## src/logic/lsu_pkg.sv

```systemverilog
package lsu_pkg;

    // Address and data widths
    localparam int ADDR_WIDTH      = 32;
    localparam int DATA_WIDTH      = 32;

    // 32-byte lines of 8 words, 16 lines direct mapped
    localparam int OFFSET_WIDTH    = 5;
    localparam int INDEX_WIDTH     = 4;
    localparam int LINE_ADDR_WIDTH = ADDR_WIDTH - OFFSET_WIDTH;
    localparam int TAG_WIDTH       = LINE_ADDR_WIDTH - INDEX_WIDTH;
    localparam int WORD_SEL_WIDTH  = OFFSET_WIDTH - 2;
    localparam int WORDS_PER_LINE  = 1 << WORD_SEL_WIDTH;
    localparam int NUM_LINES       = 1 << INDEX_WIDTH;

    // Miss handling queue and op identifiers
    localparam int MHQ_DEPTH       = 4;
    localparam int OP_TAG_WIDTH    = 5;

    typedef enum logic {
        LSU_LOAD  = 1'b0,
        LSU_STORE = 1'b1
    } lsu_func_e;

    typedef enum logic [1:0] {
        ST_HIT       = 2'b00,
        ST_MISS_NEW  = 2'b01,
        ST_MISS_PEND = 2'b10,
        ST_REPLAY    = 2'b11
    } lsu_status_e;

    // Address field helpers
    function automatic logic [LINE_ADDR_WIDTH-1:0] addr_line(input logic [ADDR_WIDTH-1:0] addr);
        return addr[ADDR_WIDTH-1:OFFSET_WIDTH];
    endfunction

    function automatic logic [WORD_SEL_WIDTH-1:0] addr_word(input logic [ADDR_WIDTH-1:0] addr);
        return addr[OFFSET_WIDTH-1:2];
    endfunction

    function automatic logic [INDEX_WIDTH-1:0] line_index(input logic [LINE_ADDR_WIDTH-1:0] line);
        return line[INDEX_WIDTH-1:0];
    endfunction

    function automatic logic [TAG_WIDTH-1:0] line_tag(input logic [LINE_ADDR_WIDTH-1:0] line);
        return line[LINE_ADDR_WIDTH-1:INDEX_WIDTH];
    endfunction

endpackage

```

## src/logic/lsu_d1_if.sv

```systemverilog
`timescale 1ns/1ps

// D1 stage contents read by the array, the MHQ and D2
interface lsu_d1_if;

    logic                              valid;
    logic                              lookup_valid;
    logic                              fill_replay;
    lsu_pkg::lsu_func_e                func;
    logic [lsu_pkg::OP_TAG_WIDTH-1:0]  op_tag;
    logic [lsu_pkg::ADDR_WIDTH-1:0]    addr;
    logic [lsu_pkg::DATA_WIDTH-1:0]    wdata;
    logic                              retire;

    modport d1 (
        output valid, lookup_valid, fill_replay, func, op_tag, addr, wdata, retire
    );

    modport array (
        input lookup_valid, func, addr, wdata, retire
    );

    modport mhq (
        input lookup_valid, addr
    );

    modport d2 (
        input valid, fill_replay, func, op_tag
    );

endinterface

```

## src/logic/lsu_dc_array.sv

```systemverilog
`timescale 1ns/1ps

module lsu_dc_array (
    input  logic                                clk,
    input  logic                                n_rst,

    lsu_d1_if.array                             array,

    // Line install from memory
    input  logic                                i_fill_en,
    input  logic [lsu_pkg::LINE_ADDR_WIDTH-1:0] i_fill_addr,
    input  logic [lsu_pkg::DATA_WIDTH-1:0]      i_fill_data,

    // Lookup result for D2 and the MHQ
    output logic                                o_hit,
    output logic [lsu_pkg::DATA_WIDTH-1:0]      o_rdata
);

    logic [lsu_pkg::NUM_LINES-1:0]      valid_q;
    logic [lsu_pkg::TAG_WIDTH-1:0]      tag_q  [lsu_pkg::NUM_LINES];
    logic [lsu_pkg::DATA_WIDTH-1:0]     data_q [lsu_pkg::NUM_LINES][lsu_pkg::WORDS_PER_LINE];

    logic [lsu_pkg::LINE_ADDR_WIDTH-1:0] op_line;
    logic [lsu_pkg::INDEX_WIDTH-1:0]     op_index;
    logic [lsu_pkg::TAG_WIDTH-1:0]       op_tag;
    logic [lsu_pkg::WORD_SEL_WIDTH-1:0]  op_word;
    logic [lsu_pkg::INDEX_WIDTH-1:0]     fill_index;
    logic [lsu_pkg::TAG_WIDTH-1:0]       fill_tag;
    logic                                store_wr;

    assign op_line    = lsu_pkg::addr_line(array.addr);
    assign op_index   = lsu_pkg::line_index(op_line);
    assign op_tag     = lsu_pkg::line_tag(op_line);
    assign op_word    = lsu_pkg::addr_word(array.addr);
    assign fill_index = lsu_pkg::line_index(i_fill_addr);
    assign fill_tag   = lsu_pkg::line_tag(i_fill_addr);

    // Combinational lookup on the op held in D1
    assign o_hit   = array.lookup_valid & valid_q[op_index] & (tag_q[op_index] == op_tag);
    assign o_rdata = data_q[op_index][op_word];

    // Only retired stores that hit update the line
    assign store_wr = o_hit & (array.func == lsu_pkg::LSU_STORE) & array.retire;

    always_ff @(posedge clk) begin
        if (!n_rst) begin
            valid_q <= '0;
        end else if (i_fill_en) begin
            valid_q[fill_index] <= 1'b1;
        end
    end

    // Fill is written last so it takes the line if both land on it
    always_ff @(posedge clk) begin
        if (store_wr) begin
            data_q[op_index][op_word] <= array.wdata;
        end
        if (i_fill_en) begin
            tag_q[fill_index] <= fill_tag;
            for (int w = 0; w < lsu_pkg::WORDS_PER_LINE; w++) begin
                data_q[fill_index][w] <= i_fill_data;
            end
        end
    end

endmodule

```

## src/flat_wrapper.sv

```systemverilog
// flat-port wrapper written by rule: the top's interface ports become plain ports
module lsu_dc_array_flat 
  (clk, n_rst, i_fill_en, i_fill_addr, i_fill_data, o_hit, o_rdata, array_lookup_valid, array_func, array_addr, array_wdata, array_retire);
  lsu_d1_if array_i ();
  input  logic clk;
  input  logic n_rst;
  input  logic i_fill_en;
  input  logic [lsu_pkg::LINE_ADDR_WIDTH-1:0] i_fill_addr;
  input  logic [lsu_pkg::DATA_WIDTH-1:0] i_fill_data;
  output logic o_hit;
  output logic [lsu_pkg::DATA_WIDTH-1:0] o_rdata;
  input wire logic [$bits(array_i.lookup_valid)-1:0] array_lookup_valid;
  input wire logic [$bits(array_i.func)-1:0] array_func;
  input wire logic [$bits(array_i.addr)-1:0] array_addr;
  input wire logic [$bits(array_i.wdata)-1:0] array_wdata;
  input wire logic [$bits(array_i.retire)-1:0] array_retire;
  assign array_i.lookup_valid = array_lookup_valid;
  assign array_i.func = array_func;
  assign array_i.addr = array_addr;
  assign array_i.wdata = array_wdata;
  assign array_i.retire = array_retire;
  lsu_dc_array u_core (.clk(clk), .n_rst(n_rst), .array(array_i), .i_fill_en(i_fill_en), .i_fill_addr(i_fill_addr), .i_fill_data(i_fill_data), .o_hit(o_hit), .o_rdata(o_rdata));
endmodule
```

## config.mk

```make
export PLATFORM = sky130hd
export DESIGN_NAME = lsu_dc_array_flat
export DESIGN_NICKNAME = d
export VERILOG_FILES = /design/src/logic/lsu_pkg.sv /design/src/logic/lsu_d1_if.sv /design/src/logic/lsu_dc_array.sv /design/src/flat_wrapper.sv
export SDC_FILE = /design/constraint.sdc
export NUM_CORES = 2
export LEC_CHECK = 0
export ABC_AREA = 0
export BUFFER_PORTS_ARGS = -buffer_cell sky130_fd_sc_hd__buf_2
export CORE_AREA = 4 4 674 676
export CTS_CLUSTER_DIAMETER = 150
export CTS_CLUSTER_SIZE = 25
export DETAILED_ROUTE_END_ITERATION = 6
export DIE_AREA = 0 0 678 680
export PLACE_DENSITY = 0.61
export SLEW_MARGIN = 30
export SYNTH_ARGS = -nofsm -noshare
export SYNTH_HDL_FRONTEND = slang
export SYNTH_MEMORY_MAX_BITS = 65536
export SYNTH_SLANG_ARGS = --single-unit
```

## constraint.sdc

```tcl
create_clock -name clk -period 12.84 [get_ports clk]
set_clock_uncertainty 0.2 [all_clocks]
set_input_delay 0.642 -clock clk [delete_from_list [all_inputs] [get_ports clk]]
set_output_delay 0.642 -clock clk [all_outputs]
set_load 0.03 [all_outputs]
```

==> metrics.yaml <==
syn_area_per_cell_sq_um: 20.4
clkSinkCount: 4480
clk_pin_slew_worst_paths_ns: 0.10
syn_area_sq_um: 179000
cts_tree: "yes"
num_vias: 103000
cts_max_level: 4
tns_ns: 0
drive_gt1_frac: 0.261
crit_arrival_ns: 6.79
die_h_um: 680
p_per_area_nw_per_um2: 134
outcome: "complete, but fails checks"
dieArea_sq_um: 461000
ctsHoldBuffers: 24
rsz0062_at_grt: "no"
row_count: 246
grt_util_all_layers: 0.302
die_width_um: 678
holdPathStages: 3
ys_seq_area_frac: 0.751
post_drt_wl_per_cell_um: 47.6
synth_fp_nets: 8901
critical_path.max_fanout: 80
antenna_left: 0
drt-pass1-iter-count: 7
ctsRootBufferMaster: "clkbuf_16"
hp-class: "primary input to register"
crit_path_end_kind: "output port"
hp-start: "array_wdata[5]"
cp-start-kind: "primary input"
gp_routability_congestion: 0.935
synth_cells: 8772
critPathSlowestCell: "buf_4"
period_share: 0.594
drc: 59
first_iter_violations: 20700
violations: "DRC"
antenna_found_initial: 86
peakVddDrop_mv: 0.123
rrSetupSlack_ns: 6.36
yosys_most_used_dff: "edfxtp_1"
tightest_slew_ns: 1.16
ys_ff_latch: 4480
worstHoldEndpoint: "u_core.data_q[10][229]"
layout_min_cycle_time_ns: 7.63
viasPerCell: 6.86
path_common_cell: "mux4_2"
worst_r2r_endpoint: "u_core.data_q[9][199]"
nNetsFinal: 9019
reg2regPathDepth: 11
setup_viol: 0
worstPathRequired_ns: 12.00
cts_buffers: 201
grt_pass1_vias: 95400
drv_slew: 0
p_leak_uw: 0.0612
dp_hpwl_um: 417000
crit_chain: "buf_8 -> buf_4 -> buf_4 -> buf_6 -> buf_6 -> mux4_2 -> mux4_2 -> mux2i_1 -> mux4_2 -> o21ai_1 -> buf_2"
port_buffers: 159
maxCapViolCount: 0
worstSetupPathType: "primary input to output port"
cts_resized: 0
grt_pass1_wl_um: 917000
ios: 162
synth_warnings: 0
postCtsSetupBuffers: 0
ys_types: 56
synth_edf_count: 4464
start_util: 0.399
maxSlewHeadroom: 0.225
max_stage_delay_ns: 0.77
syn2layout_area_growth_pct: 9.11
clockBufferDepth: 4
grt-ovfl-total: 0
grt_max_degree: 152
hold_viol_final: 0
routed_wl_um: 711000
async_flop_share: 0
finalPower_uw: 26200
r2r-start: "u_core.tag_q[3][7]"
clock.fmax_mhz: 131
insertion_delay_ns: 0.96
core_area_sq_um: 448000
sequential cells by signal, indices dropped and copies added (netlist names):
register,flops
u_core.data_q,4096
u_core.tag_q,368
u_core.valid_q,16
cell usage in the layout, fill, tap and decap left out, types with 14 or more instances in the layout:
cell type	count
mux2i_1	100
clkbuf_1	17
edfxtp_1	4464
o22ai_1	20
mux4_2	1379
a22oi_1	19
o31ai_4	24
nand2_1	1629
clkbuf_16	202
inv_6	19
diode_2	69
buf_16	20
nor2_1	32
nor3_1	14
buf_4	290
dlygate4sd3_1	24
o21ai_4	72
buf_2	154
o21a_1	16
o41ai_2	31
buf_6	42
a221oi_1	19
mux2_2	39
dfxtp_1	16
xnor2_1	24
nand3_1	74
power breakdown:
part / leakage [uW] / internal (uW) / switching, uW
Sequential: 0.0403 / 16400 / 68.7
Clock: 0.00262 / 2900 / 4560
Combinational: 0.0182 / 741 / 1480
critical path, delay by kind of cell:
| kind | cells | cell delay, ns |
|---|---|---|
| AOI/OAI and AO/OA | 1 | 0.57 |
| buffers and inverters | 6 | 3.83 |
| muxes | 4 | 1.30 |
per-layer routing:
metal,global-route usage,wire [um],share of wire,vias up
met5,0.00771,643,0.00090,-
met3,0.126,115000,0.16,2171
met1,0.380,235000,0.33,54300
li1,-,-,-,35600
met2,0.434,307000,0.43,10400
met4,0.181,51900,0.073,50
cell type report:
class	instances	area, sq um
well taps	5952	7450
fillers	38000	253000
repair buffers	546	4510
clock inverters	14	249
diodes	69	173
inverters	28	198
flip-flops and latches	4480	134000
clock buffers	219	5120
multi-input cells	3633	43200
per-stage QoR:
| step | util | setup slack [ns] | instances | hold WS (ns) | instance area (sq um) |
|---|---|---|---|---|---|
| floorplan | - | 5.93 | 8772 | 0.235 | 179000 |
| global placement | 0.421 | 4.38 | 14600 | 0.241 | 189000 |
| detailed placement | 0.422 | 4.42 | 14600 | 0.253 | 189000 |
| CTS | 0.435 | 4.74 | 14900 | 0.0916 | 195000 |
| global route | 0.436 | 4.72 | 14900 | 0.150 | 195000 |
| finish | 0.436 | 5.21 | 14900 | 0.135 | 195000 |
cells in the mapped netlist, types with 20 or more instances:
master,n,area (sq um)
o21ai_0,83,415
buf_1,109,409
o22ai_1,20,125
buf_2,216,1080
mux2_2,39,439
nor2_1,35,131
nand3_1,80,400
mux2i_1,100,1000
xnor2_1,24,210
edfxtp_1,4464,134000
mux4_2,1379,31100
nand2_1,1633,6130
o31ai_1,24,180
clkbuf_1,272,1020
o41ai_1,33,289
logic make-up (layout without fill, tap and decap cells):
logic type | after synthesis | count (layout) | synth area share
other cells | 0 | 69 | 0
flops | 4480 | 4480 | 0.751
simple gates | 1813 | 1813 | 0.0394
mux | 1518 | 1518 | 0.182
buf+inv | 659 | 807 | 0.0164
xor+xnor | 33 | 33 | 0.00161
compound gates | 269 | 269 | 0.0104
worst max path at each step:
stage,start,to,slack (ns)
2_1_floorplan,array_addr[5],u_core.data_q[1][100],5.93
3_3_place_gp,array_addr[5],u_core.data_q[3][195],4.38
3_5_place_dp,array_addr[5],u_core.data_q[8][199],4.42
4_1_cts,array_addr[5],o_rdata[8],4.74
5_1_grt,array_addr[5],o_rdata[6],4.72
6_report,array_addr[6],o_rdata[30],5.21
No activity file was read; power rests on OpenSTA's default activity.
