[src/logic/lsu_pkg.sv]
package lsu_pkg;

    // Address and data widths
    localparam int ADDR_WIDTH      = 32;
    localparam int DATA_WIDTH      = 32;

    // 32-byte lines of 8 words, 16 lines direct mapped
    localparam int OFFSET_WIDTH    = 5;
    localparam int INDEX_WIDTH     = 4;
    localparam int LINE_ADDR_WIDTH = ADDR_WIDTH - OFFSET_WIDTH;
    localparam int TAG_WIDTH       = LINE_ADDR_WIDTH - INDEX_WIDTH;
    localparam int WORD_SEL_WIDTH  = OFFSET_WIDTH - 2;
    localparam int WORDS_PER_LINE  = 1 << WORD_SEL_WIDTH;
    localparam int NUM_LINES       = 1 << INDEX_WIDTH;

    // Miss handling queue and op identifiers
    localparam int MHQ_DEPTH       = 4;
    localparam int OP_TAG_WIDTH    = 5;

    typedef enum logic {
        LSU_LOAD  = 1'b0,
        LSU_STORE = 1'b1
    } lsu_func_e;

    typedef enum logic [1:0] {
        ST_HIT       = 2'b00,
        ST_MISS_NEW  = 2'b01,
        ST_MISS_PEND = 2'b10,
        ST_REPLAY    = 2'b11
    } lsu_status_e;

    // Address field helpers
    function automatic logic [LINE_ADDR_WIDTH-1:0] addr_line(input logic [ADDR_WIDTH-1:0] addr);
        return addr[ADDR_WIDTH-1:OFFSET_WIDTH];
    endfunction

    function automatic logic [WORD_SEL_WIDTH-1:0] addr_word(input logic [ADDR_WIDTH-1:0] addr);
        return addr[OFFSET_WIDTH-1:2];
    endfunction

    function automatic logic [INDEX_WIDTH-1:0] line_index(input logic [LINE_ADDR_WIDTH-1:0] line);
        return line[INDEX_WIDTH-1:0];
    endfunction

    function automatic logic [TAG_WIDTH-1:0] line_tag(input logic [LINE_ADDR_WIDTH-1:0] line);
        return line[LINE_ADDR_WIDTH-1:INDEX_WIDTH];
    endfunction

endpackage

[src/logic/lsu_d1_if.sv]
`timescale 1ns/1ps

// D1 stage contents read by the array, the MHQ and D2
interface lsu_d1_if;

    logic                              valid;
    logic                              lookup_valid;
    logic                              fill_replay;
    lsu_pkg::lsu_func_e                func;
    logic [lsu_pkg::OP_TAG_WIDTH-1:0]  op_tag;
    logic [lsu_pkg::ADDR_WIDTH-1:0]    addr;
    logic [lsu_pkg::DATA_WIDTH-1:0]    wdata;
    logic                              retire;

    modport d1 (
        output valid, lookup_valid, fill_replay, func, op_tag, addr, wdata, retire
    );

    modport array (
        input lookup_valid, func, addr, wdata, retire
    );

    modport mhq (
        input lookup_valid, addr
    );

    modport d2 (
        input valid, fill_replay, func, op_tag
    );

endinterface

[src/logic/lsu_mhq.sv]
`timescale 1ns/1ps

module lsu_mhq (
    input  logic                                clk,
    input  logic                                n_rst,

    lsu_d1_if.mhq                               mhq,

    // Array result for the same op
    input  logic                                i_hit,

    // Fill frees the entry holding its line
    input  logic                                i_fill_en,
    input  logic [lsu_pkg::LINE_ADDR_WIDTH-1:0] i_fill_addr,

    // Lookup outcome for D2
    output logic                                o_match,
    output logic                                o_alloc,
    output logic                                o_full,

    // Line request to memory
    output logic                                o_mem_req_valid,
    output logic [lsu_pkg::LINE_ADDR_WIDTH-1:0] o_mem_req_addr
);

    logic [lsu_pkg::MHQ_DEPTH-1:0]       valid_q;
    logic [lsu_pkg::LINE_ADDR_WIDTH-1:0] line_q [lsu_pkg::MHQ_DEPTH];

    logic [lsu_pkg::LINE_ADDR_WIDTH-1:0] op_line;
    logic [lsu_pkg::MHQ_DEPTH-1:0]       match_vec;
    logic [lsu_pkg::MHQ_DEPTH-1:0]       fill_clr;
    logic [lsu_pkg::MHQ_DEPTH-1:0]       free_vec;
    logic [lsu_pkg::MHQ_DEPTH-1:0]       alloc_sel;
    logic                                fill_same_line;

    assign op_line = lsu_pkg::addr_line(mhq.addr);

    // CAM against the D1 op and against the incoming fill
    always_comb begin
        for (int i = 0; i < lsu_pkg::MHQ_DEPTH; i++) begin
            match_vec[i] = valid_q[i] & (line_q[i] == op_line);
            fill_clr[i]  = i_fill_en & valid_q[i] & (line_q[i] == i_fill_addr);
        end
    end

    // Lowest free entry as a one-hot select
    assign free_vec  = ~valid_q;
    assign alloc_sel = free_vec & (~free_vec + 1'b1);

    // An entry allocated for a line that is being installed now would never be freed
    assign fill_same_line = i_fill_en & (i_fill_addr == op_line);

    assign o_full  = &valid_q;
    assign o_match = mhq.lookup_valid & (|match_vec);
    assign o_alloc = mhq.lookup_valid & ~i_hit & ~(|match_vec) & ~o_full & ~fill_same_line;

    always_ff @(posedge clk) begin
        if (!n_rst) begin
            valid_q <= '0;
        end else begin
            valid_q <= (valid_q & ~fill_clr) | (o_alloc ? alloc_sel : '0);
        end
    end

    always_ff @(posedge clk) begin
        for (int i = 0; i < lsu_pkg::MHQ_DEPTH; i++) begin
            if (o_alloc && alloc_sel[i]) begin
                line_q[i] <= op_line;
            end
        end
    end

    // Request leaves on the same edge that registers the D2 response
    always_ff @(posedge clk) begin
        if (!n_rst) begin
            o_mem_req_valid <= 1'b0;
        end else begin
            o_mem_req_valid <= o_alloc;
        end
    end

    always_ff @(posedge clk) begin
        if (o_alloc) begin
            o_mem_req_addr <= op_line;
        end
    end

endmodule

[src/flat_wrapper.sv]
// flat-port wrapper written by rule: the top's interface ports become plain ports
module lsu_mhq_flat 
  (clk, n_rst, i_hit, i_fill_en, i_fill_addr, o_match, o_alloc, o_full, o_mem_req_valid, o_mem_req_addr, mhq_lookup_valid, mhq_addr);
  lsu_d1_if mhq_i ();
  input  logic clk;
  input  logic n_rst;
  input  logic i_hit;
  input  logic i_fill_en;
  input  logic [lsu_pkg::LINE_ADDR_WIDTH-1:0] i_fill_addr;
  output logic o_match;
  output logic o_alloc;
  output logic o_full;
  output logic o_mem_req_valid;
  output logic [lsu_pkg::LINE_ADDR_WIDTH-1:0] o_mem_req_addr;
  input wire logic [$bits(mhq_i.lookup_valid)-1:0] mhq_lookup_valid;
  input wire logic [$bits(mhq_i.addr)-1:0] mhq_addr;
  assign mhq_i.lookup_valid = mhq_lookup_valid;
  assign mhq_i.addr = mhq_addr;
  lsu_mhq u_core (.clk(clk), .n_rst(n_rst), .mhq(mhq_i), .i_hit(i_hit), .i_fill_en(i_fill_en), .i_fill_addr(i_fill_addr), .o_match(o_match), .o_alloc(o_alloc), .o_full(o_full), .o_mem_req_valid(o_mem_req_valid), .o_mem_req_addr(o_mem_req_addr));
endmodule
[config.mk]
export PLATFORM = sky130hd
export DESIGN_NAME = lsu_mhq_flat
export DESIGN_NICKNAME = d
export VERILOG_FILES = /design/src/logic/lsu_pkg.sv /design/src/logic/lsu_d1_if.sv /design/src/logic/lsu_mhq.sv /design/src/flat_wrapper.sv
export SDC_FILE = /design/constraint.sdc
export NUM_CORES = 1
export LEC_CHECK = 0
export ABC_CLOCK_PERIOD_IN_PS = 4500
export BUFFER_PORTS_ARGS = -buffer_cell sky130_fd_sc_hd__buf_4
export CAP_MARGIN = 40
export CORE_MARGIN = 5
export CORE_UTILIZATION = 27
export DETAILED_ROUTE_END_ITERATION = 10
export HOLD_SLACK_MARGIN = 0.1
export PLACE_DENSITY = 0.52
export SLEW_MARGIN = 10
export SYNTH_ARGS = -nofsm -noshare
export SYNTH_HDL_FRONTEND = slang
export SYNTH_SLANG_ARGS = --single-unit
[constraint.sdc]
create_clock -name clk -period 4.5 [get_ports clk]
set_clock_uncertainty 0.2 [all_clocks]
set_input_delay 0.675 -clock clk [delete_from_list [all_inputs] [get_ports clk]]
set_output_delay 0.675 -clock clk [all_outputs]
set_load 0.02 [all_outputs]
==> impl_metrics.csv <==
group,metric,value,unit
outcome,status,"finished, final reports clean",
yosys,yosysSeqAreaShare,0.5475,
yosys,ys_ff_latch,140,
final_layout,final_cell_count_no_fill,1037,
setup_path,critical_path_required,3.62,ns
worst_hold_path,hp-start,"n_rst",
setup_path,startpoint,"u_core.line_q[2][11]$_DFFE_PP_",
cts,clock-sinks,140,
setup_path,path_class,"reg -> out",
pwr,p_clk_frac,0.431,
final_layout,area.sequential,4154,um^2
pwr,pwr-share-comb,0.127,
global_route,grt_overflow,0,
yosys,ys_types,28,
floorplanning,die_height,177.6,um
cts,cts-buffers-inserted,17,
cts,post-cts-setup-buffer-count,0,
yosys,syn_avg_cell_area,12.95,um^2
worst_hold_path,hold_path_depth,3,
floorplanning,chipWidth,177.6,um
sta,rsz0062_at_grt,"false",
sta,setup_viol,0,
place,gp_congestion,0.9327,
place,dpl_cell_area,8463,um^2
final_layout,multi_input_area,3087,um^2
detailed_routing,drcViolationCount,0,
detailed_routing,firstDrtPassIters,5,
cts,cts_max_level,4,
worst_hold_path,min_path_type,"in -> reg",
detailed_routing,wl,26.55,mm
detailed_routing,route.vias.total,4931,
floorplanning,ios,95,
sta,max-slew-margin-rel,0.5095,
yosys,synth_nets,650,
final_layout,drive_above_1_share,0.2033,
pwr,switching_share,0.2586,
sta,drv_slew,0,
yosys,synthCells,586,
final_layout,nets,711,
pwr,p_sw,0.8678,mW
cts,cts_resized,0,
setup_path,path_max_fanout,7,
place,portBuffers,89,
pwr,total_power,3.356,mW
pwr,vdd_ir_drop_max,197.1,uV
setup_path,worstSetupEndpointType,"output port",
final_layout,synthToLayoutAreaGrowth,19.20,%
yosys,synth_top_area_share,0.5343,
sta,finalCriticalPeriod,3.687,ns
global_route,grt_use_total,0.1708,
cts,cts_max_path_buffers,2,
pwr,powerDensity,371.1,nW/um^2
global_route,grt_start_max_net_pins,28,
sta,clock.fmax,271.2,MHz
floorplanning,die-area,31550,um^2
global_route,antenna_found_initial,0,
detailed_routing,wl_per_cell,25.60,um
cts,clkTransAtPathRegs,0.06,ns
sta,finalSetupTns,0,ns
place,dp_hpwl,20.33,mm
cts,root_buffer,"clkbuf_16",
final_layout,postLayoutCellArea,9044,um^2
yosys,ys_top_cells_by_area,"edfxtp_1, xnor2_1, xor2_1, nand4_1, nor4_1",
cts,hold_buffers,0,
final_layout,antenna_cells,0,
yosys,yosys_warnings,0,
global_route,grt_first_pass_wirelength,37.06,mm
detailed_routing,vias_per_cell,4.755,
floorplanning,fp-row-count,61,
setup_path,start_kind,"register",
pwr,intPower,2.488,mW
sta,hold_viol,0,
cts,cts_tree,"yes",
detailed_routing,drt-initial-drc-count,352,
setup_path,worstPathArrival,2.81,ns
detailed_routing,ant_nets,0,
pwr,seq_power_share,0.443,
cts,clk_latency,0.43,ns
global_route,grt_pass1_vias,4984,
yosys,synth_largest_area_cell,"edfxtp_1",
floorplanning,start_util,0.2731,
floorplanning,core,27780,um^2
sta,max_slew.worst_pin.slew,0.7358,ns
setup_path,r2r-start,"u_core.line_q[2][11]$_DFFE_PP_",
pwr,cellLeakagePower,2.801,nW
job,drv_cap,0,
setup_path,reg2reg_depth,8,
yosys,synth_area,7587,um^2
sta,fin_crit_sh,0.8194,
final_layout,fillerInstances,2850,
place,dp.cells,1006,
critical path, cell delays in order (launching register included):
cell and delay, ns:
edfxtp_1 0.43, xnor2_1 0.59, nand4_1 0.18, nor4_1 0.41, a22oi_1 0.21, nand3_1 0.13, buf_4 0.18, nor2_4 0.08
buf_4 0.17
flip-flops by register name (all words and copies together), names as in the netlist:
register and count:
u_core.valid_q 4, u_core.line_q 108, u_core.o_mem_req_addr 27, u_core.o_mem_req_valid 1
stage by stage:
stage                     worst slack, ns    util  hold WS (ns)
after global routing               0.5729  0.3255        0.3135
after CTS                          0.8235  0.3255        0.3077
after detailed placement           0.8761  0.3046        0.4549
after global placement             0.8521  0.3046        0.4491
after floorplan                    0.2375       -        0.3110
final                              0.8128  0.3255        0.3319
per-layer routing:
metal / up-vias / part of all wire / wire length [um] / global-route usage
li1: 2235 / - / - / -
met1: 2494 / 0.45 / 12060 / 0.2304
met4: 0 / 0.024 / 633 / 0.05640
met3: 34 / 0.049 / 1311 / 0.03600
met2: 168 / 0.47 / 12540 / 0.2742
met5: - / 0 / 0 / 0
final cells by class:
type | count | share of cell area
clock buffers | 18 | 0.04745
clock inverters | 13 | 0.01674
inverters | 1 | 0.0004151
multi-input cells | 391 | 0.3413
flip-flops and latches | 140 | 0.4593
well taps | 378 | 0.05230
repair buffers | 96 | 0.08246
path summary, 6_finish.rpt:
check / endpoint / slack [ns]
min reg2reg: u_core.valid_q[1]$_SDFF_PN0_ / 0.46
max: o_alloc / 0.81
min: u_core.valid_q[2]$_SDFF_PN0_ / 0.33
max reg2reg: u_core.line_q[3][12]$_DFFE_PP_ / 1.52
Yosys cell counts:
library cell / number
a21boi_0: 1
a21oi_1: 2
a22oi_1: 4
a41oi_1: 3
and2_1: 2
and3_1: 1
buf_2: 25
buf_4: 23
buf_6: 5
clkbuf_8: 1
dfxtp_1: 5
edfxtp_1: 135
inv_1: 1
nand2_1: 6
nand2b_1: 1
nand3_1: 10
nand4_1: 69
nor2_1: 5
nor3_1: 6
nor3b_1: 3
nor4_1: 28
o21ai_0: 1
o41ai_1: 2
o41ai_2: 1
or4_1: 3
xnor2_1: 176
xnor2_2: 3
xor2_1: 64
layout by cell type (no fill, tap or decap), drive strengths merged:
cell / synthesis / routed
a21boi: 1 / 1
a21oi: 2 / 2
a22oi: 4 / 4
a41oi: 3 / 3
and2: 2 / 2
and3: 1 / 1
buf: 53 / 96
bufinv: 0 / 3
clkbuf: 1 / 18
clkinv: 0 / 8
clkinvlp: 0 / 2
dfxtp: 5 / 5
edfxtp: 135 / 135
inv: 1 / 1
nand2: 6 / 6
nand2b: 1 / 1
nand3: 10 / 10
nand4: 69 / 69
nor2: 5 / 5
nor3: 6 / 6
nor3b: 3 / 3
nor4: 28 / 28
o21ai: 1 / 1
o41ai: 3 / 3
or4: 3 / 3
xnor2: 179 / 179
xor2: 64 / 64
cell families (layout without fill, tap and decap cells):
kind of cell / after synthesis / in the layout / synth area share
flip-flops: 140 / 140 / 0.5475
AND/OR/NAND/NOR: 134 / 134 / 0.1052
buffers and inverters: 55 / 128 / 0.04898
AO/OA/AOI/OAI: 14 / 14 / 0.01484
XOR/XNOR: 243 / 243 / 0.2835
power groups by stage:
stage | registers (mW) | clock network [mW] | logic [mW]
floorplan | 1.54 | 0 | 0.228
global placement | 1.51 | 0 | 0.431
detailed placement | 1.51 | 0 | 0.427
CTS | 1.49 | 1.48 | 0.428
global route | 1.49 | 1.53 | 0.449
finish | 1.49 | 1.45 | 0.425
Power figures use the tool's default switching activity.
