==> config.mk <==
export PLATFORM = sky130hd
export DESIGN_NAME = lsu_d2_flat
export DESIGN_NICKNAME = d
export VERILOG_FILES = /design/src/logic/lsu_pkg.sv /design/src/logic/lsu_d1_if.sv /design/src/logic/lsu_d2.sv /design/src/flat_wrapper.sv
export SDC_FILE = /design/constraint.sdc
export NUM_CORES = 1
export LEC_CHECK = 0
export BUFFER_PORTS_ARGS = -buffer_cell sky130_fd_sc_hd__buf_2
export CORE_ASPECT_RATIO = 0.8
export CORE_UTILIZATION = 34
export CTS_CLUSTER_SIZE = 10
export DETAILED_ROUTE_END_ITERATION = 12
export PLACE_DENSITY = 0.75
export SYNTH_ARGS = -nofsm -noshare
export SYNTH_HDL_FRONTEND = slang
export SYNTH_SLANG_ARGS = --single-unit
==> constraint.sdc <==
create_clock -name clk -period 0.8 [get_ports clk]
set_input_delay 0.04 -clock clk [delete_from_list [all_inputs] [get_ports clk]]
set_output_delay 0.04 -clock clk [all_outputs]
set_load 0.02 [all_outputs]
==> src/logic/lsu_pkg.sv <==
package lsu_pkg;

    // Address and data widths
    localparam int ADDR_WIDTH      = 32;
    localparam int DATA_WIDTH      = 32;

    // 32-byte lines of 8 words, 16 lines direct mapped
    localparam int OFFSET_WIDTH    = 5;
    localparam int INDEX_WIDTH     = 4;
    localparam int LINE_ADDR_WIDTH = ADDR_WIDTH - OFFSET_WIDTH;
    localparam int TAG_WIDTH       = LINE_ADDR_WIDTH - INDEX_WIDTH;
    localparam int WORD_SEL_WIDTH  = OFFSET_WIDTH - 2;
    localparam int WORDS_PER_LINE  = 1 << WORD_SEL_WIDTH;
    localparam int NUM_LINES       = 1 << INDEX_WIDTH;

    // Miss handling queue and op identifiers
    localparam int MHQ_DEPTH       = 4;
    localparam int OP_TAG_WIDTH    = 5;

    typedef enum logic {
        LSU_LOAD  = 1'b0,
        LSU_STORE = 1'b1
    } lsu_func_e;

    typedef enum logic [1:0] {
        ST_HIT       = 2'b00,
        ST_MISS_NEW  = 2'b01,
        ST_MISS_PEND = 2'b10,
        ST_REPLAY    = 2'b11
    } lsu_status_e;

    // Address field helpers
    function automatic logic [LINE_ADDR_WIDTH-1:0] addr_line(input logic [ADDR_WIDTH-1:0] addr);
        return addr[ADDR_WIDTH-1:OFFSET_WIDTH];
    endfunction

    function automatic logic [WORD_SEL_WIDTH-1:0] addr_word(input logic [ADDR_WIDTH-1:0] addr);
        return addr[OFFSET_WIDTH-1:2];
    endfunction

    function automatic logic [INDEX_WIDTH-1:0] line_index(input logic [LINE_ADDR_WIDTH-1:0] line);
        return line[INDEX_WIDTH-1:0];
    endfunction

    function automatic logic [TAG_WIDTH-1:0] line_tag(input logic [LINE_ADDR_WIDTH-1:0] line);
        return line[LINE_ADDR_WIDTH-1:INDEX_WIDTH];
    endfunction

endpackage

==> src/logic/lsu_d1_if.sv <==
`timescale 1ns/1ps

// D1 stage contents read by the array, the MHQ and D2
interface lsu_d1_if;

    logic                              valid;
    logic                              lookup_valid;
    logic                              fill_replay;
    lsu_pkg::lsu_func_e                func;
    logic [lsu_pkg::OP_TAG_WIDTH-1:0]  op_tag;
    logic [lsu_pkg::ADDR_WIDTH-1:0]    addr;
    logic [lsu_pkg::DATA_WIDTH-1:0]    wdata;
    logic                              retire;

    modport d1 (
        output valid, lookup_valid, fill_replay, func, op_tag, addr, wdata, retire
    );

    modport array (
        input lookup_valid, func, addr, wdata, retire
    );

    modport mhq (
        input lookup_valid, addr
    );

    modport d2 (
        input valid, fill_replay, func, op_tag
    );

endinterface

==> src/logic/lsu_d2.sv <==
`timescale 1ns/1ps

module lsu_d2 (
    input  logic                             clk,
    input  logic                             n_rst,

    lsu_d1_if.d2                             d2,

    // Array result
    input  logic                             i_hit,
    input  logic [lsu_pkg::DATA_WIDTH-1:0]   i_rdata,

    // MHQ result
    input  logic                             i_match,
    input  logic                             i_alloc,
    input  logic                             i_full,

    // Response
    output logic                             o_resp_valid,
    output logic [lsu_pkg::OP_TAG_WIDTH-1:0] o_resp_tag,
    output lsu_pkg::lsu_status_e             o_resp_status,
    output logic [lsu_pkg::DATA_WIDTH-1:0]   o_resp_data
);

    lsu_pkg::lsu_status_e             status;
    logic [lsu_pkg::DATA_WIDTH-1:0]   resp_data;

    always_comb begin
        if (d2.fill_replay) begin
            status = lsu_pkg::ST_REPLAY;
        end else if (i_hit) begin
            status = lsu_pkg::ST_HIT;
        end else if (i_match) begin
            status = lsu_pkg::ST_MISS_PEND;
        end else if (i_full) begin
            // No room for a new line miss
            status = lsu_pkg::ST_REPLAY;
        end else if (i_alloc) begin
            status = lsu_pkg::ST_MISS_NEW;
        end else begin
            status = lsu_pkg::ST_REPLAY;
        end
    end

    // Only load hits carry data
    assign resp_data = ((status == lsu_pkg::ST_HIT) && (d2.func == lsu_pkg::LSU_LOAD)) ?
                       i_rdata : '0;

    always_ff @(posedge clk) begin
        o_resp_tag    <= d2.op_tag;
        o_resp_status <= status;
        o_resp_data   <= resp_data;
    end

    always_ff @(posedge clk) begin
        if (!n_rst) begin
            o_resp_valid <= 1'b0;
        end else begin
            o_resp_valid <= d2.valid;
        end
    end

endmodule

==> src/flat_wrapper.sv <==
// flat-port wrapper written by rule: the top's interface ports become plain ports
module lsu_d2_flat 
  (clk, n_rst, i_hit, i_rdata, i_match, i_alloc, i_full, o_resp_valid, o_resp_tag, o_resp_status, o_resp_data, d2_valid, d2_fill_replay, d2_func, d2_op_tag);
  lsu_d1_if d2_i ();
  input  logic clk;
  input  logic n_rst;
  input  logic i_hit;
  input  logic [lsu_pkg::DATA_WIDTH-1:0] i_rdata;
  input  logic i_match;
  input  logic i_alloc;
  input  logic i_full;
  output logic o_resp_valid;
  output logic [lsu_pkg::OP_TAG_WIDTH-1:0] o_resp_tag;
  output lsu_pkg::lsu_status_e o_resp_status;
  output logic [lsu_pkg::DATA_WIDTH-1:0] o_resp_data;
  input wire logic [$bits(d2_i.valid)-1:0] d2_valid;
  input wire logic [$bits(d2_i.fill_replay)-1:0] d2_fill_replay;
  input wire logic [$bits(d2_i.func)-1:0] d2_func;
  input wire logic [$bits(d2_i.op_tag)-1:0] d2_op_tag;
  assign d2_i.valid = d2_valid;
  assign d2_i.fill_replay = d2_fill_replay;
  assign d2_i.func = d2_func;
  assign d2_i.op_tag = d2_op_tag;
  lsu_d2 u_core (.clk(clk), .n_rst(n_rst), .d2(d2_i), .i_hit(i_hit), .i_rdata(i_rdata), .i_match(i_match), .i_alloc(i_alloc), .i_full(i_full), .o_resp_valid(o_resp_valid), .o_resp_tag(o_resp_tag), .o_resp_status(o_resp_status), .o_resp_data(o_resp_data));
endmodule
==> impl_metrics.toml, run 1 <==
[logic_synthesis]
synth.distinct_cells = 7
ys_seq_area_frac = 0.735
synth_top_family_by_area = "simple AND/OR/NAND/NOR gates"
yosysWarnings = 0
netlist_instances = 80
syn_area_um2 = 1090
synth_compound_area_frac = 0.0138
ys_ff_latch = 40
synth.avg_cell_area_um2 = 13.6
syn-num-nets = 126
synth_mux_area_frac = 0
synth-xor-area-share = 0
yosys.area_share.adder = 0
synth-simple-area-share = 0.238

[setup_path]
end_kind = "output port"
start_kind = "flop"
critPathTopFamily = "flip-flops"
path_buf_inv = 1
critPathKind = "flop to output port"
critPathMaxStageDelay_ns = 0.33
crit_chain = "buf_4"
crit_slowest_cell = "dfxtp_1"
crit_arrival_ns = 0.74
path_max_fanout = 1
critPathRequiredTime_ns = 0.76

[placement]
placed_cell_area_um2 = 1560
post-place-ws_ns = -0.0229
gp_congestion = 0.625
port_buffers = 85

[global_routing]
grt_usage = 0.179
grt_max_degree = 23
grt_pass1_wl_mm = 4.34
antenna_found_initial = 0
overflow = 0
first_global_vias = 1041

[final_layout]
drive_above_1_share = 0.580
layout_commonest_cell = "buf_2"
ff_latch_area_um2 = 810
mostFrequentLayoutCells = "buf_2 (48), dlygate4sd3_1 (41), dfxtp_1 (33), buf_4 (28), and2_2 (21)"
syn_to_final_growth_pct = 102
multi_input_area_um2 = 279
fillers = 201
final_cell_area_um2 = 2200
n_antenna_cell = 0
fin_nets = 258

[route]
drtAntennaViolNets = 0
wl_per_cell_um = 12.2
viasPerCell = 4.04
drt_first_iter_violations = 22
finalWirelength_mm = 3.05
vias = 1010
dr_wl_met3_um = 165
drt-met1-wl_um = 966
drtPass1Iterations = 4
top_layer = "met4"
wl_met2_mm = 1.83
drc = 0

[clock_tree]
cts_buffers = 5
cts.path.max_buffers = 2
cts_root_buf = "clkbuf_8"
post_cts_buffers = 0
path_clk_slew_ns = 0.07
cts_num_sinks = 40
htree_levels = 2
cts_tree = "done"

[sta]
setup_violations = 0
fin_crit_sh = 0.974
worst_slew_pin_slew_ns = 0.167
fmax_mhz = 1280
slew_violations = 0
slew_headroom = 0.889
fin_setup_tns_ns = 0
fin_crit_ns = 0.779
hold_violations = 0
fin_ws_ns = 0.0208

[power_and_ir_drop]
finalPower_uw = 3780
pwr-share-clk = 0.309
p_sw_frac = 0.210
power_per_cell_area_nw_per_um2 = 1720
peakVddDrop_mv = 1.23
p_int_uw = 2980
leakage_uw = 0.00108
p_seq_frac = 0.551
p_sw_uw = 793
combPwrFrac = 0.140

[floorplanning]
rows = 17
core_area_um2 = 2890
die_y_um = 52.6
die_w_um = 65.3
die_area_um2 = 3440
io_pins = 86
initial_utilization = 0.377

[run]
max_cap_viol_count = 0

[worst_hold_path]
min-delay-path-class = "primary input to flop"

[status]
status = "finished clean"
-- registers in the layout (all words and copies together), names as in the netlist --
register              flops
u_core.o_resp_status      2
u_core.o_resp_valid       1
u_core.o_resp_data       32
u_core.o_resp_tag         5
-- cells by family (layout without fill, tap and decap cells) --
family	Yosys count	count (layout)
flip-flops	40	40
AO/OA/AOI/OAI	2	2
AND/OR/NAND/NOR	35	35
buffers and inverters	3	135
-- metal layers --
| layer | vias up | global-route usage |
|---|---|---|
| met2 | 47 | 0.369 |
| met4 | 0 | 0.112 |
| li1 | 504 | - |
| met1 | 449 | 0.151 |
| met5 | - | 0 |
| met3 | 10 | 0.0457 |
-- stage by stage --
step	cells	hold slack (ns)	utilization
2_1_floorplan	80	0.0677	-
3_3_place_gp	202	0.145	0.540
5_1_grt	250	0.0113	0.760
6_report	250	0.0215	0.760
3_5_place_dp	202	0.144	0.540
4_1_cts	250	0.00517	0.714
-- cell usage after synthesis, drive strengths merged --
cell type,instances,share of area
nor3b,2,0.024
dfxtp,40,0.73
o21bai,2,0.014
and2,33,0.21
clkbuf,3,0.014
-- power by group through the flow --
stage / logic [uW] / clock network [uW] / registers, uW
after global placement: 314 / 0 / 2110
after floorplan: 56.2 / 0 / 2200
after global routing: 564 / 1310 / 2080
final: 528 / 1170 / 2080
after CTS: 479 / 1230 / 2070
after detailed placement: 319 / 0 / 2120
-- worst paths after layout --
kind                                              from                               to  slack [ns]  depth (start not counted)
worst min-delay path                    d2_fill_replay  u_core.o_resp_status[0]$_DFF_P_        0.02                          2
worst max-delay path  u_core.o_resp_data[7]$_SDFF_PN0_                   o_resp_data[7]        0.02                          1
-- timing repair --
action	in CTS	in global routing
resized for setup	6	50
hold endpoints to repair	40	0
pin swaps	0	0
setup endpoints to repair	6	36
hold buffers	41	0
-- area by class of cell --
| class | count | area share |
|---|---|---|
| multi-input combinational | 37 | 0.127 |
| timing repair buffer | 128 | 0.448 |
| sequential | 40 | 0.368 |
| clock buffer | 6 | 0.0330 |
| clock inverter | 1 | 0.00228 |
| tap | 38 | 0.0216 |
(Power assumes the default switching activity.)
==> run 2: changes to the inputs <==
--- a/config.mk
+++ b/config.mk
@@ -7,10 +7,11 @@
 export LEC_CHECK = 0
 export BUFFER_PORTS_ARGS = -buffer_cell sky130_fd_sc_hd__buf_2
 export CORE_ASPECT_RATIO = 0.8
-export CORE_UTILIZATION = 34
+export CORE_UTILIZATION = 37
 export CTS_CLUSTER_SIZE = 10
 export DETAILED_ROUTE_END_ITERATION = 12
-export PLACE_DENSITY = 0.75
+export PLACE_DENSITY = 0.76
+export SETUP_SLACK_MARGIN = 0.2
 export SYNTH_ARGS = -nofsm -noshare
 export SYNTH_HDL_FRONTEND = slang
 export SYNTH_SLANG_ARGS = --single-unit
==> constraint.sdc (replaced) <==
create_clock -name clk -period 0.85 [get_ports clk]
set_input_delay 0.0425 -clock clk [delete_from_list [all_inputs] [get_ports clk]]
set_output_delay 0.0425 -clock clk [all_outputs]
set_load 0.02 [all_outputs]
==> run 2 against run 1 <==
The run now ends with negative hold slack left. Critical endpoint is now o_resp_valid. Worst hold slack worse by 0.059 ns. Clock power about the same. Sequential share of layout area grew 1.7 points. Largest cell class unchanged. Flip-flop and latch count did not move. Critical path type unchanged. Die area decreased by 7.8%. Wire length increased by 7.1%. First-iteration DRC count down 9.1%. Non-clock buffer count fell by 18. Final area rose by 0.40%. Combinational power fell by 8.7%. Critical path depth is the same.
==> impl_metrics.toml, run 2 (synthesis results as in run 1) <==
[route]
drtAntennaViolNets = 0
drt_first_iter_violations = 20
drc = 0
viasPerCell = 4.18
wl_per_cell_um = 14.1
vias = 969
drtPass1Iterations = 4
finalWirelength_mm = 3.26

[worst_hold_path]
worstHoldStart = "i_rdata[22]"
min-delay-path-class = "primary input to flop"

[clock_tree]
post_cts_buffers = 0
cts.path.max_buffers = 2
cts_root_buf = "clkbuf_8"
path_clk_slew_ns = 0.08
htree_levels = 2
cts_buffers = 5
cts_tree = "done"
cts_num_sinks = 40

[floorplanning]
die_area_um2 = 3170
die_w_um = 62.7
core_area_um2 = 2790
rows = 17
initial_utilization = 0.391
die_y_um = 50.5
io_pins = 86

[sta]
whs_ns = -0.0376
fin_crit_ns = 0.790
slew_headroom = 0.874
hold_violations = 16
slew_violations = 0
setup_violations = 0
fin_setup_tns_ns = 0
fmax_mhz = 1270
rsz0062_at_grt = "yes"
fin_crit_sh = 0.929
worst_slew_pin_slew_ns = 0.188

[final_layout]
top_register = "u_core.o_resp_data"
fin_util = 0.792
fin_nets = 240
syn_to_final_growth_pct = 103
largestRegisters = "u_core.o_resp_data (32), u_core.o_resp_tag (5), u_core.o_resp_status (2)"
layout_commonest_cell = "buf_2"
n_antenna_cell = 0
largest_reg_flops = 32
mostFrequentLayoutCells = "buf_2 (45), buf_6 (40), dfxtp_2 (40), and2_2 (19), dlygate4sd3_1 (19)"
drive_above_1_share = 0.804
final_cells = 232

[global_routing]
grt_max_degree = 33
overflow = 0
grt_usage = 0.227
first_global_vias = 1035
antenna_found_initial = 0
grt_pass1_wl_mm = 5.09

[run]
max_cap_viol_count = 0

[setup_path]
crit_chain = "buf_6"
end_kind = "output port"
crit_slowest_cell = "dfxtp_2"
critPathKind = "flop to output port"
crit_arrival_ns = 0.75
start_kind = "flop"
path_buf_inv = 1
path_max_fanout = 1
critPathMaxStageDelay_ns = 0.33
critPathTopFamily = "flip-flops"
critPathRequiredTime_ns = 0.81
crit_start = "u_core.o_resp_valid$_SDFF_PN0_"

[power_and_ir_drop]
power_per_cell_area_nw_per_um2 = 1650
peakVddDrop_mv = 0.939
finalPower_uw = 3640
leakage_uw = 0.00109

[placement]
hpwl_mm = 1.68
dpl.cell_count = 201
gp_congestion = 0.649
port_buffers = 85

[status]
status = "finished with violations"
violations = "negative hold slack"
[run 2: cell types whose count changed in the layout (fill, tap and decap cells not counted), moves of 2 or more]
cell and delta:
and2_2 -2, and2_4 +3, buf_2 -3, buf_4 -28
buf_6 +29, dfxtp_1 -33, dfxtp_2 +33, dlygate4sd3_1 -22
dlymetal6s4s_1 +5
[run 2: worst paths after layout]
check,end,cells after the start
hold / removal,u_core.o_resp_data[22]$_SDFF_PN0_,2
setup / recovery,o_resp_valid,1
[run 2: area by class of cell]
class                      instances  area (um^2)
fill                             159          579
timing repair buffer             110          948
sequential                        40          851
tap                               38         47.5
clock buffer                       5         68.8
multi-input combinational         37          279
clock inverter                     2         12.5
[run 2: metrics by stage]
step	area, um^2	setup slack (ns)
2_1_floorplan	1090	0.223
3_3_place_gp	1570	0.0869
3_5_place_dp	1570	0.0534
4_1_cts	2220	0.0632
5_1_grt	2210	0.0383
6_report	2210	0.0605
[run 2: timing repair]
item / in CTS / in global routing
hold endpoints to repair: 40 / 16
hold buffers: 28 / 2
endpoints found under the setup margin: 40 / 53
pin swaps: 0 / 1
gates resized for setup: 116 / 12
[run 2: report_power, final]
part | internal, uW | switching, uW
Combinational | 302 | 180
Clock | 555 | 621
Sequential | 1950 | 32.2
[run 2: per-layer routing]
metal / share of wire / wire, um / vias up / GRT usage
met5: 0 / 0 / - / 0
met4: 0.020 / 64 / 0 / 0.105
met1: 0.37 / 1200 / 440 / 0.218
li1: - / - / 467 / -
met3: 0.078 / 253 / 8 / 0.0795
met2: 0.53 / 1740 / 54 / 0.437
